### src/rtl/fetch_pkg.sv
/*
 * Fetch-side word type, decode message field widths
 * and sequence number helpers
 */
package fetch_pkg;

  // Instruction and address words share one width
  localparam int inst_width = 32;
  localparam int pc_width   = 32;

  typedef logic [inst_width-1:0] word_t;

  // Sequential fetch stride in bytes
  localparam word_t pc_step = 32'd4;

  function automatic word_t next_pc(word_t pc);
    return pc + pc_step;
  endfunction

  // Number of sequence numbers that may be in flight at once
  function automatic int unsigned seq_window(int unsigned seq_num_bits);
    return 1 << seq_num_bits;
  endfunction

  // Flat width of a decode message: inst, pc, seq_num
  function automatic int unsigned d_msg_bits(int unsigned seq_num_bits);
    return inst_width + pc_width + seq_num_bits;
  endfunction

endpackage

### src/rtl/mem_pkg.sv
/*
 * Instruction memory request and response records
 */
package mem_pkg;

  // Tag field is sized for the largest slot count
  localparam int max_opaq_bits = 4;

  // Word read request
  typedef struct packed {
    fetch_pkg::word_t         addr;
    logic [max_opaq_bits-1:0] opaq;
  } req_t;

  // Read data, returned with the request tag
  typedef struct packed {
    fetch_pkg::word_t         data;
    logic [max_opaq_bits-1:0] opaq;
  } resp_t;

endpackage

### src/rtl/slot_if.sv
/*
 * Per-slot bundle: allocate from issue, fill from memory,
 * slot status and contents, release from deliver
 */
`timescale 1ns/100ps

interface slot_if #(
  parameter int seq_num_bits = 3
) ();

  // Allocate, one-cycle strobe with the request's pc and seq
  logic                    alloc;
  fetch_pkg::word_t        alloc_pc;
  logic [seq_num_bits-1:0] alloc_seq;

  // Fill strobe, already qualified by tag at the top
  logic                    fill;
  mem_pkg::resp_t          fill_data;

  // Slot state and held contents
  logic                    busy;
  logic                    full;
  fetch_pkg::word_t        pc;
  logic [seq_num_bits-1:0] seq;
  fetch_pkg::word_t        inst;

  // Drain strobe from deliver
  logic                    release_slot;

  modport issue (output alloc, alloc_pc, alloc_seq, input busy);

  modport slot (
    input  alloc, alloc_pc, alloc_seq, fill, fill_data, release_slot,
    output busy, full, pc, seq, inst
  );

  modport deliver (input full, pc, seq, inst, output release_slot);

endinterface

### src/rtl/fetch_deliver.sv
/*
 * In-order drain of fetch slots into a registered
 * val/rdy decode output stage
 */
`timescale 1ns/100ps

module fetch_deliver #(
  parameter int num_slots    = 4,
  parameter int seq_num_bits = 3
) (
  input  logic                    clk,
  input  logic                    rst,
  slot_if.deliver                 slots [num_slots],
  output logic                    d_val,
  input  logic                    d_rdy,
  output fetch_pkg::word_t        d_inst,
  output fetch_pkg::word_t        d_pc,
  output logic [seq_num_bits-1:0] d_seq_num
);

  localparam int slot_bits = $clog2(num_slots);

  logic [slot_bits-1:0]    head_q;
  logic [slot_bits-1:0]    head_next;
  logic [num_slots-1:0]    full_vec;
  fetch_pkg::word_t        inst_vec [num_slots];
  fetch_pkg::word_t        pc_vec   [num_slots];
  logic [seq_num_bits-1:0] seq_vec  [num_slots];
  // Output stage
  logic                    val_q;
  fetch_pkg::word_t        inst_q;
  fetch_pkg::word_t        pc_q;
  logic [seq_num_bits-1:0] seq_q;
  logic                    xfer;
  logic                    load;

  assign xfer      = val_q && d_rdy;
  assign head_next = xfer ? head_q + 1'b1 : head_q;
  // Stage refills when empty or draining
  assign load      = !val_q || xfer;

  // ---------------------------------------------------------------
  // Slot gather and release
  // ---------------------------------------------------------------

  for (genvar i = 0; i < num_slots; i++) begin : g_slot
    assign full_vec[i]           = slots[i].full;
    assign inst_vec[i]           = slots[i].inst;
    assign pc_vec[i]             = slots[i].pc;
    assign seq_vec[i]            = slots[i].seq;
    // Head slot frees on the decode transfer
    assign slots[i].release_slot = xfer && (head_q == slot_bits'(i));
  end

  always_ff @(posedge clk) begin
    if (rst) begin
      head_q <= '0;
      val_q  <= 1'b0;
    end else begin
      head_q <= head_next;
      if (load) begin
        val_q <= full_vec[head_next];
      end
    end
  end

  // Message held stable under back-pressure
  always_ff @(posedge clk) begin
    if (load) begin
      inst_q <= inst_vec[head_next];
      pc_q   <= pc_vec[head_next];
      seq_q  <= seq_vec[head_next];
    end
  end

  assign d_val     = val_q;
  assign d_inst    = inst_q;
  assign d_pc      = pc_q;
  assign d_seq_num = seq_q;

endmodule

### src/rtl/fetch_issue.sv
/*
 * PC generator, round-robin slot allocator, sequence window
 * tracking and memory request driver
 */
`timescale 1ns/100ps

module fetch_issue #(
  parameter int               num_slots    = 4,
  parameter int               seq_num_bits = 3,
  parameter fetch_pkg::word_t reset_pc     = 32'h0000_0100
) (
  input  logic                              clk,
  input  logic                              rst,
  slot_if.issue                             slots [num_slots],
  output logic                              mem_req_val,
  input  logic                              mem_req_rdy,
  output fetch_pkg::word_t                  mem_req_addr,
  output logic [mem_pkg::max_opaq_bits-1:0] mem_req_opaq,
  input  logic                              commit_val,
  input  logic [seq_num_bits-1:0]           commit_seq_num
);

  localparam int          slot_bits = $clog2(num_slots);
  localparam int          opaq_bits = mem_pkg::max_opaq_bits;
  localparam int unsigned window    = fetch_pkg::seq_window(seq_num_bits);
  localparam logic [seq_num_bits:0] win_lim = window[seq_num_bits:0];

  // Request register doubles as PC and slot pointer
  mem_pkg::req_t           req_q;
  logic                    req_val_q;
  // One extra bit so a full window differs from an empty one
  logic [seq_num_bits:0]   seq_q;
  logic [seq_num_bits:0]   seq_next;
  logic [seq_num_bits:0]   oldest_q;
  logic [seq_num_bits:0]   oldest_next;
  logic [slot_bits-1:0]    ptr;
  logic [slot_bits-1:0]    ptr_next;
  logic [num_slots-1:0]    busy_vec;
  logic                    xfer;
  logic                    commit_ok;
  logic                    can_issue;

  assign ptr  = req_q.opaq[slot_bits-1:0];
  assign xfer = req_val_q && mem_req_rdy;

  // Commits arrive in order, so only the oldest one counts
  assign commit_ok = commit_val && (commit_seq_num == oldest_q[seq_num_bits-1:0]);

  // ---------------------------------------------------------------
  // Next request decision
  // ---------------------------------------------------------------

  always_comb begin
    ptr_next    = xfer ? ptr + 1'b1 : ptr;
    seq_next    = xfer ? seq_q + 1'b1 : seq_q;
    oldest_next = commit_ok ? oldest_q + 1'b1 : oldest_q;
    // Target slot must be free and a sequence number must be spare
    can_issue   = !busy_vec[ptr_next] && ((seq_next - oldest_next) < win_lim);
  end

  // Slot allocate fan-out
  for (genvar i = 0; i < num_slots; i++) begin : g_slot
    assign busy_vec[i]        = slots[i].busy;
    assign slots[i].alloc     = xfer && (ptr == slot_bits'(i));
    assign slots[i].alloc_pc  = req_q.addr;
    assign slots[i].alloc_seq = seq_q[seq_num_bits-1:0];
  end

  // ---------------------------------------------------------------
  // State
  // ---------------------------------------------------------------

  always_ff @(posedge clk) begin
    if (rst) begin
      req_val_q  <= 1'b0;
      req_q.addr <= reset_pc;
      req_q.opaq <= '0;
      seq_q      <= '0;
      oldest_q   <= '0;
    end else begin
      seq_q    <= seq_next;
      oldest_q <= oldest_next;
      if (xfer) begin
        req_q.addr <= fetch_pkg::next_pc(req_q.addr);
        req_q.opaq <= opaq_bits'(ptr_next);
      end
      // Hold val, addr and tag until accepted
      if (!req_val_q || xfer) begin
        req_val_q <= can_issue;
      end
    end
  end

  assign mem_req_val  = req_val_q;
  assign mem_req_addr = req_q.addr;
  assign mem_req_opaq = req_q.opaq;

endmodule

### src/rtl/fetch_slot.sv
/*
 * One in-flight fetch entry: free, waiting or full,
 * holding its pc, sequence number and instruction
 */
`timescale 1ns/100ps

module fetch_slot #(
  parameter int idx          = 0,
  parameter int seq_num_bits = 3
) (
  input logic  clk,
  input logic  rst,
  slot_if.slot s
);

  localparam int opaq_bits = mem_pkg::max_opaq_bits;

  typedef enum logic [1:0] {
    st_free,
    st_wait,
    st_full
  } state_t;

  state_t                  state_q;
  fetch_pkg::word_t        pc_q;
  fetch_pkg::word_t        inst_q;
  logic [seq_num_bits-1:0] seq_q;
  logic                    fill_hit;

  // Top decodes the low tag bits; upper bits must be zero too
  assign fill_hit = s.fill && (s.fill_data.opaq == opaq_bits'(idx));

  always_ff @(posedge clk) begin
    if (rst) begin
      state_q <= st_free;
    end else begin
      case (state_q)
        st_free: if (s.alloc)        state_q <= st_wait;
        st_wait: if (fill_hit)       state_q <= st_full;
        st_full: if (s.release_slot) state_q <= st_free;
        default:                     state_q <= st_free;
      endcase
    end
  end

  // Payload
  always_ff @(posedge clk) begin
    if (s.alloc) begin
      pc_q  <= s.alloc_pc;
      seq_q <= s.alloc_seq;
    end
    if (fill_hit) begin
      inst_q <= s.fill_data.data;
    end
  end

  assign s.busy = (state_q != st_free);
  assign s.full = (state_q == st_full);
  assign s.pc   = pc_q;
  assign s.seq  = seq_q;
  assign s.inst = inst_q;

endmodule

### src/rtl/fetch_unit.sv
/*
 * Fetch unit top: issue, slot array, in-order delivery
 * and memory response fan-out
 */
`timescale 1ns/100ps

module fetch_unit #(
  parameter int               num_slots    = 4,
  parameter int               seq_num_bits = 3,
  parameter fetch_pkg::word_t reset_pc     = 32'h0000_0100
) (
  input  logic                              clk,
  input  logic                              rst,
  // Memory request
  output logic                              mem_req_val,
  input  logic                              mem_req_rdy,
  output fetch_pkg::word_t                  mem_req_addr,
  output logic [mem_pkg::max_opaq_bits-1:0] mem_req_opaq,
  // Memory response, no back-pressure
  input  logic                              mem_resp_val,
  input  logic [mem_pkg::max_opaq_bits-1:0] mem_resp_opaq,
  input  fetch_pkg::word_t                  mem_resp_data,
  // Decode
  output logic                              d_val,
  input  logic                              d_rdy,
  output fetch_pkg::word_t                  d_inst,
  output fetch_pkg::word_t                  d_pc,
  output logic [seq_num_bits-1:0]           d_seq_num,
  // Commit
  input  logic                              commit_val,
  input  logic [seq_num_bits-1:0]           commit_seq_num
);

  localparam int slot_bits = $clog2(num_slots);

  mem_pkg::resp_t resp;

  slot_if #(.seq_num_bits(seq_num_bits)) slot_ifs [num_slots] ();

  assign resp.data = mem_resp_data;
  assign resp.opaq = mem_resp_opaq;

  fetch_issue #(
    .num_slots    (num_slots),
    .seq_num_bits (seq_num_bits),
    .reset_pc     (reset_pc)
  ) fetch_issue_inst (
    .clk            (clk),
    .rst            (rst),
    .slots          (slot_ifs),
    .mem_req_val    (mem_req_val),
    .mem_req_rdy    (mem_req_rdy),
    .mem_req_addr   (mem_req_addr),
    .mem_req_opaq   (mem_req_opaq),
    .commit_val     (commit_val),
    .commit_seq_num (commit_seq_num)
  );

  // ---------------------------------------------------------------
  // Slots, fill strobe decoded from the response tag
  // ---------------------------------------------------------------

  for (genvar i = 0; i < num_slots; i++) begin : g_slot
    assign slot_ifs[i].fill      = mem_resp_val && (resp.opaq[slot_bits-1:0] == slot_bits'(i));
    assign slot_ifs[i].fill_data = resp;

    fetch_slot #(
      .idx          (i),
      .seq_num_bits (seq_num_bits)
    ) fetch_slot_inst (
      .clk (clk),
      .rst (rst),
      .s   (slot_ifs[i])
    );
  end

  fetch_deliver #(
    .num_slots    (num_slots),
    .seq_num_bits (seq_num_bits)
  ) fetch_deliver_inst (
    .clk       (clk),
    .rst       (rst),
    .slots     (slot_ifs),
    .d_val     (d_val),
    .d_rdy     (d_rdy),
    .d_inst    (d_inst),
    .d_pc      (d_pc),
    .d_seq_num (d_seq_num)
  );

endmodule

### config.mk
export PLATFORM = sky130hd
export DESIGN_NAME = fetch_unit
export DESIGN_NICKNAME = d
export VERILOG_FILES = /design/src/rtl/fetch_pkg.sv /design/src/rtl/mem_pkg.sv /design/src/rtl/slot_if.sv /design/src/rtl/fetch_deliver.sv /design/src/rtl/fetch_issue.sv /design/src/rtl/fetch_slot.sv /design/src/rtl/fetch_unit.sv
export SDC_FILE = /design/constraint.sdc
export NUM_CORES = 1
export LEC_CHECK = 0
export ABC_CLOCK_PERIOD_IN_PS = 3800
export BUFFER_PORTS_ARGS = -buffer_cell sky130_fd_sc_hd__buf_2
export CELL_PAD_IN_SITES_DETAIL_PLACEMENT = 1
export CELL_PAD_IN_SITES_GLOBAL_PLACEMENT = 2
export CORE_ASPECT_RATIO = 1.5
export CORE_MARGIN = 2
export CORE_UTILIZATION = 30
export DETAILED_ROUTE_END_ITERATION = 12
export PLACE_DENSITY = 0.61
export SYNTH_ARGS = -nofsm -noshare
export SYNTH_HDL_FRONTEND = slang
export SYNTH_SLANG_ARGS = --single-unit
### constraint.sdc
create_clock -name clk -period 3.8 [get_ports clk]
set_clock_uncertainty 0.05 [all_clocks]
set_input_delay 0 -clock clk [delete_from_list [all_inputs] [get_ports clk]]
set_output_delay 0 -clock clk [all_outputs]
set_load 0.01 [all_outputs]
==> parameters.txt <==
Parameter                              Value

Status
  Status ... completed

Synth
  Post-synthesis share of cell area spent on full adders, half adders and majority gates ... 1.17%
  Most area-hungry cell type in the Yosys netlist ... edfxtp_1
  Synth unique cells ... 44
  Synthesized-area fraction occupied by and/or/nand/nor cells ... 4.93%
  Sequential cell area fraction in the yosys report ... 78.0%
  Count of warnings emitted by yosys ... 0
  Most area-consuming cells after synthesis ... edfxtp_1, mux4_2, dfxtp_1
  Synth top area share ... a little over two thirds
  Largest family of logic cells by synthesized area ... multiplexers
  Flip-flop and latch count after synthesis ... ~380
  Most instantiated library cell after synthesis ... edfxtp_1
  Number of instances in the synthesized netlist ... 699
  Most instantiated flip-flop cell in the synthesis netlist ... edfxtp_1
  Per-instance average area after synthesis ... 19.8 sq um
  Post-synth EDFFs ... 325
  Area of the mapped netlist ... 13800 sq um
  Compound-gate portion of the synthesized area ... 1.28%
  Async SR Flop Fraction ... 0%
  Most frequent cells after synthesis ... edfxtp_1, mux4_2, dfxtp_1
  Multiplexer share of the synthesized area ... a little over a tenth
  Xor/xnor cell area share of the yosys netlist ... between 2 and 2.5%

Timing
  Total setup violations reported at the end of the flow ... 0
  Transition time at the pin with the least slew margin ... 1.06 ns
  Setup TNS after final layout ... 0 ns
  Top achievable clock speed ... 0.409 GHz
  Worst slew margin relative to its limit ... approximately 29%
  Share of the clock period used by the worst path after layout ... 64.4%
  Final setup margin ... ~1.4 ns
  Min Clock Period, post-route ... 2.45 ns
  RSZ-0062 raised after global routing ... false
  Count of pins over their slew limit ... 0
  Number of failing hold endpoints at the final stage ... 0

Placement
  Placer congestion estimate ... 0.675
  I/O Buffers ... 143
  Final HPWL from detailed placement ... 18400 um
  Number of cells after detailed placement ... 1420
  Worst slack after detailed placement ... 1.32 ns

Global route
  Global-route wire length before repair ... 47800 um
  Leftover overflow at the end of global routing ... 0
  Total global-route track usage ... 13.0%
  Largest net degree at the start of global routing ... 52
  Vias in the first global route ... 7873
  Antenna violations before repair ... 0

Die
  Core Footprint ... 45600 sq um
  Row count ... 96
  Effective utilization at floorplan ... approximately 30%
  Vert. Die Dim ... 267 um
  Top-Level Pins ... 150
  Die area ... between 40000 and 50000 sq um
  Floorplan die width ... 179 um

Clock network
  Clock Root Buffer ... clkbuf_16
  Max clock buf depth ... 3
  Clk_lat worst skew ... around 0.53 ns
  Worst-path clk slew ... 0.06 ns
  Total clock buffers created by CTS ... 39
  TritonCTS clock tree ... built
  Clock H-tree levels ... 2
  TritonCTS sink count ... approximately 380
  Setup fix buffers added after clock tree synthesis ... 0

Flow run
  Max-cap viol count ... 0

Detailed routing
  Post-DRT Antenna Nets ... 0
  DRC marker count from the first detailed-route iteration ... around 400
  DRC viols ... 0
  Via count of the routed design ... 7101
  Final wirelength ... between 30000 and 40000 um
  Average via count per standard cell ... 4.64
  First drt pass iteration count ... 4
  Average wire per standard cell ... approximately 20 um

Finish
  Final cell utilization of the core ... between 30% and 40%
  Layout net count ... 971
  Fin cells ... between 1500 and 2000
  Layout cells sized above 1 ... 30.7%
  Number of antenna diodes ... 0
  Count of fill cells added during filler insertion ... 4547
  Area growth from synthesis to final layout ... 22.2%

Worst setup path
  Required time worst endpoint ... 4.17 ns
  Cell at the slowest stage of the critical path ... nor4b_2
  Worst path buffer plus inverter count ... 0
  Critical setup path kind ... register to register
  Peak per-stage delay on the critical path ... 0.45 ns
  Critical path's top delay family ... simple AND/OR/NAND/NOR gates
  Startpoint kind of the worst setup timing path ... register
  Maximum fanout encountered on the critical timing path ... 3
  Crit path cell chain ... xor2_1 > nor4b_2 > nand2_1 > xor2_1 > ha_1 > a21oi_1 > nand2_1 > o22ai_1 > xnor2_1 > a22o_1
  Endpoint kind of the worst setup timing path ... register
  Endpoint arrival time on the critical path ... 2.82 ns

Power and ir drop
  Pwr Density ... 534 nW/um^2
  Leakage Power ... 6.05 nW
  Peak ir drop on the vdd network ... 0.000352 V

Min path
  Worst hold-check path type ... input port to register
[metal layers]
metal	global-route usage [%]	wire, um
met4	4.26	806
met2	24.2	16400
met1	14.9	12100
met3	2.60	1410
met5	0	0
[repair_timing]
item / 4_1_cts / 5_1_grt
endpoints found under the hold margin: 182 / 0
gates resized for setup: 0 / 0
hold buffers: 40 / 0
endpoints found under the setup margin: 0 / 0
[logic make-up after synthesis]
group	after synthesis
other cells	1
fa+ha+maj	13
buf+inv	36
xor+xnor	38
mux	69
flops	377
simple gates	135
compound gates	30
[flip-flops by register name (all words and copies together) (netlist names)]
signal	cells
g_slot.fetch_slot_inst.s.inst	128
g_slot.fetch_slot_inst.s.pc	120
fetch_deliver_inst.d_inst	32
fetch_deliver_inst.d_pc	30
fetch_issue_inst.mem_req_addr	30
g_slot.fetch_slot_inst.s.seq	12
g_slot.fetch_slot_inst.state_q	8
fetch_issue_inst.oldest_q	4
fetch_issue_inst.seq_q	4
fetch_deliver_inst.d_seq_num	3
fetch_deliver_inst.head_q	2
fetch_issue_inst.mem_req_opaq	2
fetch_deliver_inst.d_val	1
fetch_issue_inst.mem_req_val	1
[layout by cell type (no fill, tap or decap), drive strengths merged, types with 6 or more instances in the layout]
master       instances
nand3                9
xor2                21
ha                  13
conb                 6
xnor2               17
inv                  8
dfxtp               52
and3                10
nand4                9
buf                156
clkinv              17
a21oi               12
dlygate4sd3         40
nand2               25
edfxtp             325
o21ai                8
nand3b               6
clkbuf              49
mux4                65
nor2                50
[worst reg2reg max path, delay by kind of cell, from the launching register on]
| family | cells | cell delay (ns) |
|---|---|---|
| adders and majority gates | 1 | 0.29 |
| DFF | 1 | 0.34 |
| xor gates and xnor gates | 3 | 0.47 |
| AOI/OAI and AO/OA | 3 | 0.56 |
| and+or+nand+nor | 3 | 0.63 |
[metrics by stage]
stage | instance area [sq um] | hold WS (ns) | total power [mW]
floorplan | 13900 | 0.0489 | 5.20
global placement | 15300 | 0.165 | 5.49
detailed placement | 15300 | 0.174 | 5.51
global route | 16900 | 0.121 | 9.39
finish | 16900 | 0.0994 | 9.03
CTS | 16900 | 0.0770 | 9.19
[path summary, 6_finish.rpt]
check             depth (start not counted)                                              start                                                end  slack (ns)
hold reg to reg                           1  g_slot[3].fetch_slot_inst.state_q[1]$_SDFFE_PP0P_  g_slot[3].fetch_slot_inst.state_q[0]$_SDFFE_PP0P_        0.45
setup reg to reg                         10            fetch_issue_inst.oldest_q[2]$_SDFF_PP0_          fetch_issue_inst.mem_req_val$_SDFFE_PP0P_        1.35
hold / removal                            4                                       mem_resp_val     g_slot[2].fetch_slot_inst.s.inst[12]$_DFFE_PP_         0.1
setup / recovery                         10            fetch_issue_inst.oldest_q[2]$_SDFF_PP0_          fetch_issue_inst.mem_req_val$_SDFFE_PP0P_        1.35
[where the power goes]
| group | switching, mW | total (mW) | internal [mW] |
|---|---|---|---|
| Combinational | 0.335 | 0.589 | 0.254 |
| Sequential | 0.105 | 4.84 | 4.73 |
| Clock | 1.56 | 3.60 | 2.05 |
[area by class of cell]
cell class,instances,area [sq um],area share [%]
clock buffer,49,1020,6.05
clock inverter,20,164,0.969
inverter,8,30.0,0.178
multi-input combinational,291,2930,17.3
sequential,377,10800,63.9
tap,588,736,4.35
timing repair buffer,196,1230,7.25
Power figures use the tool's default switching activity.
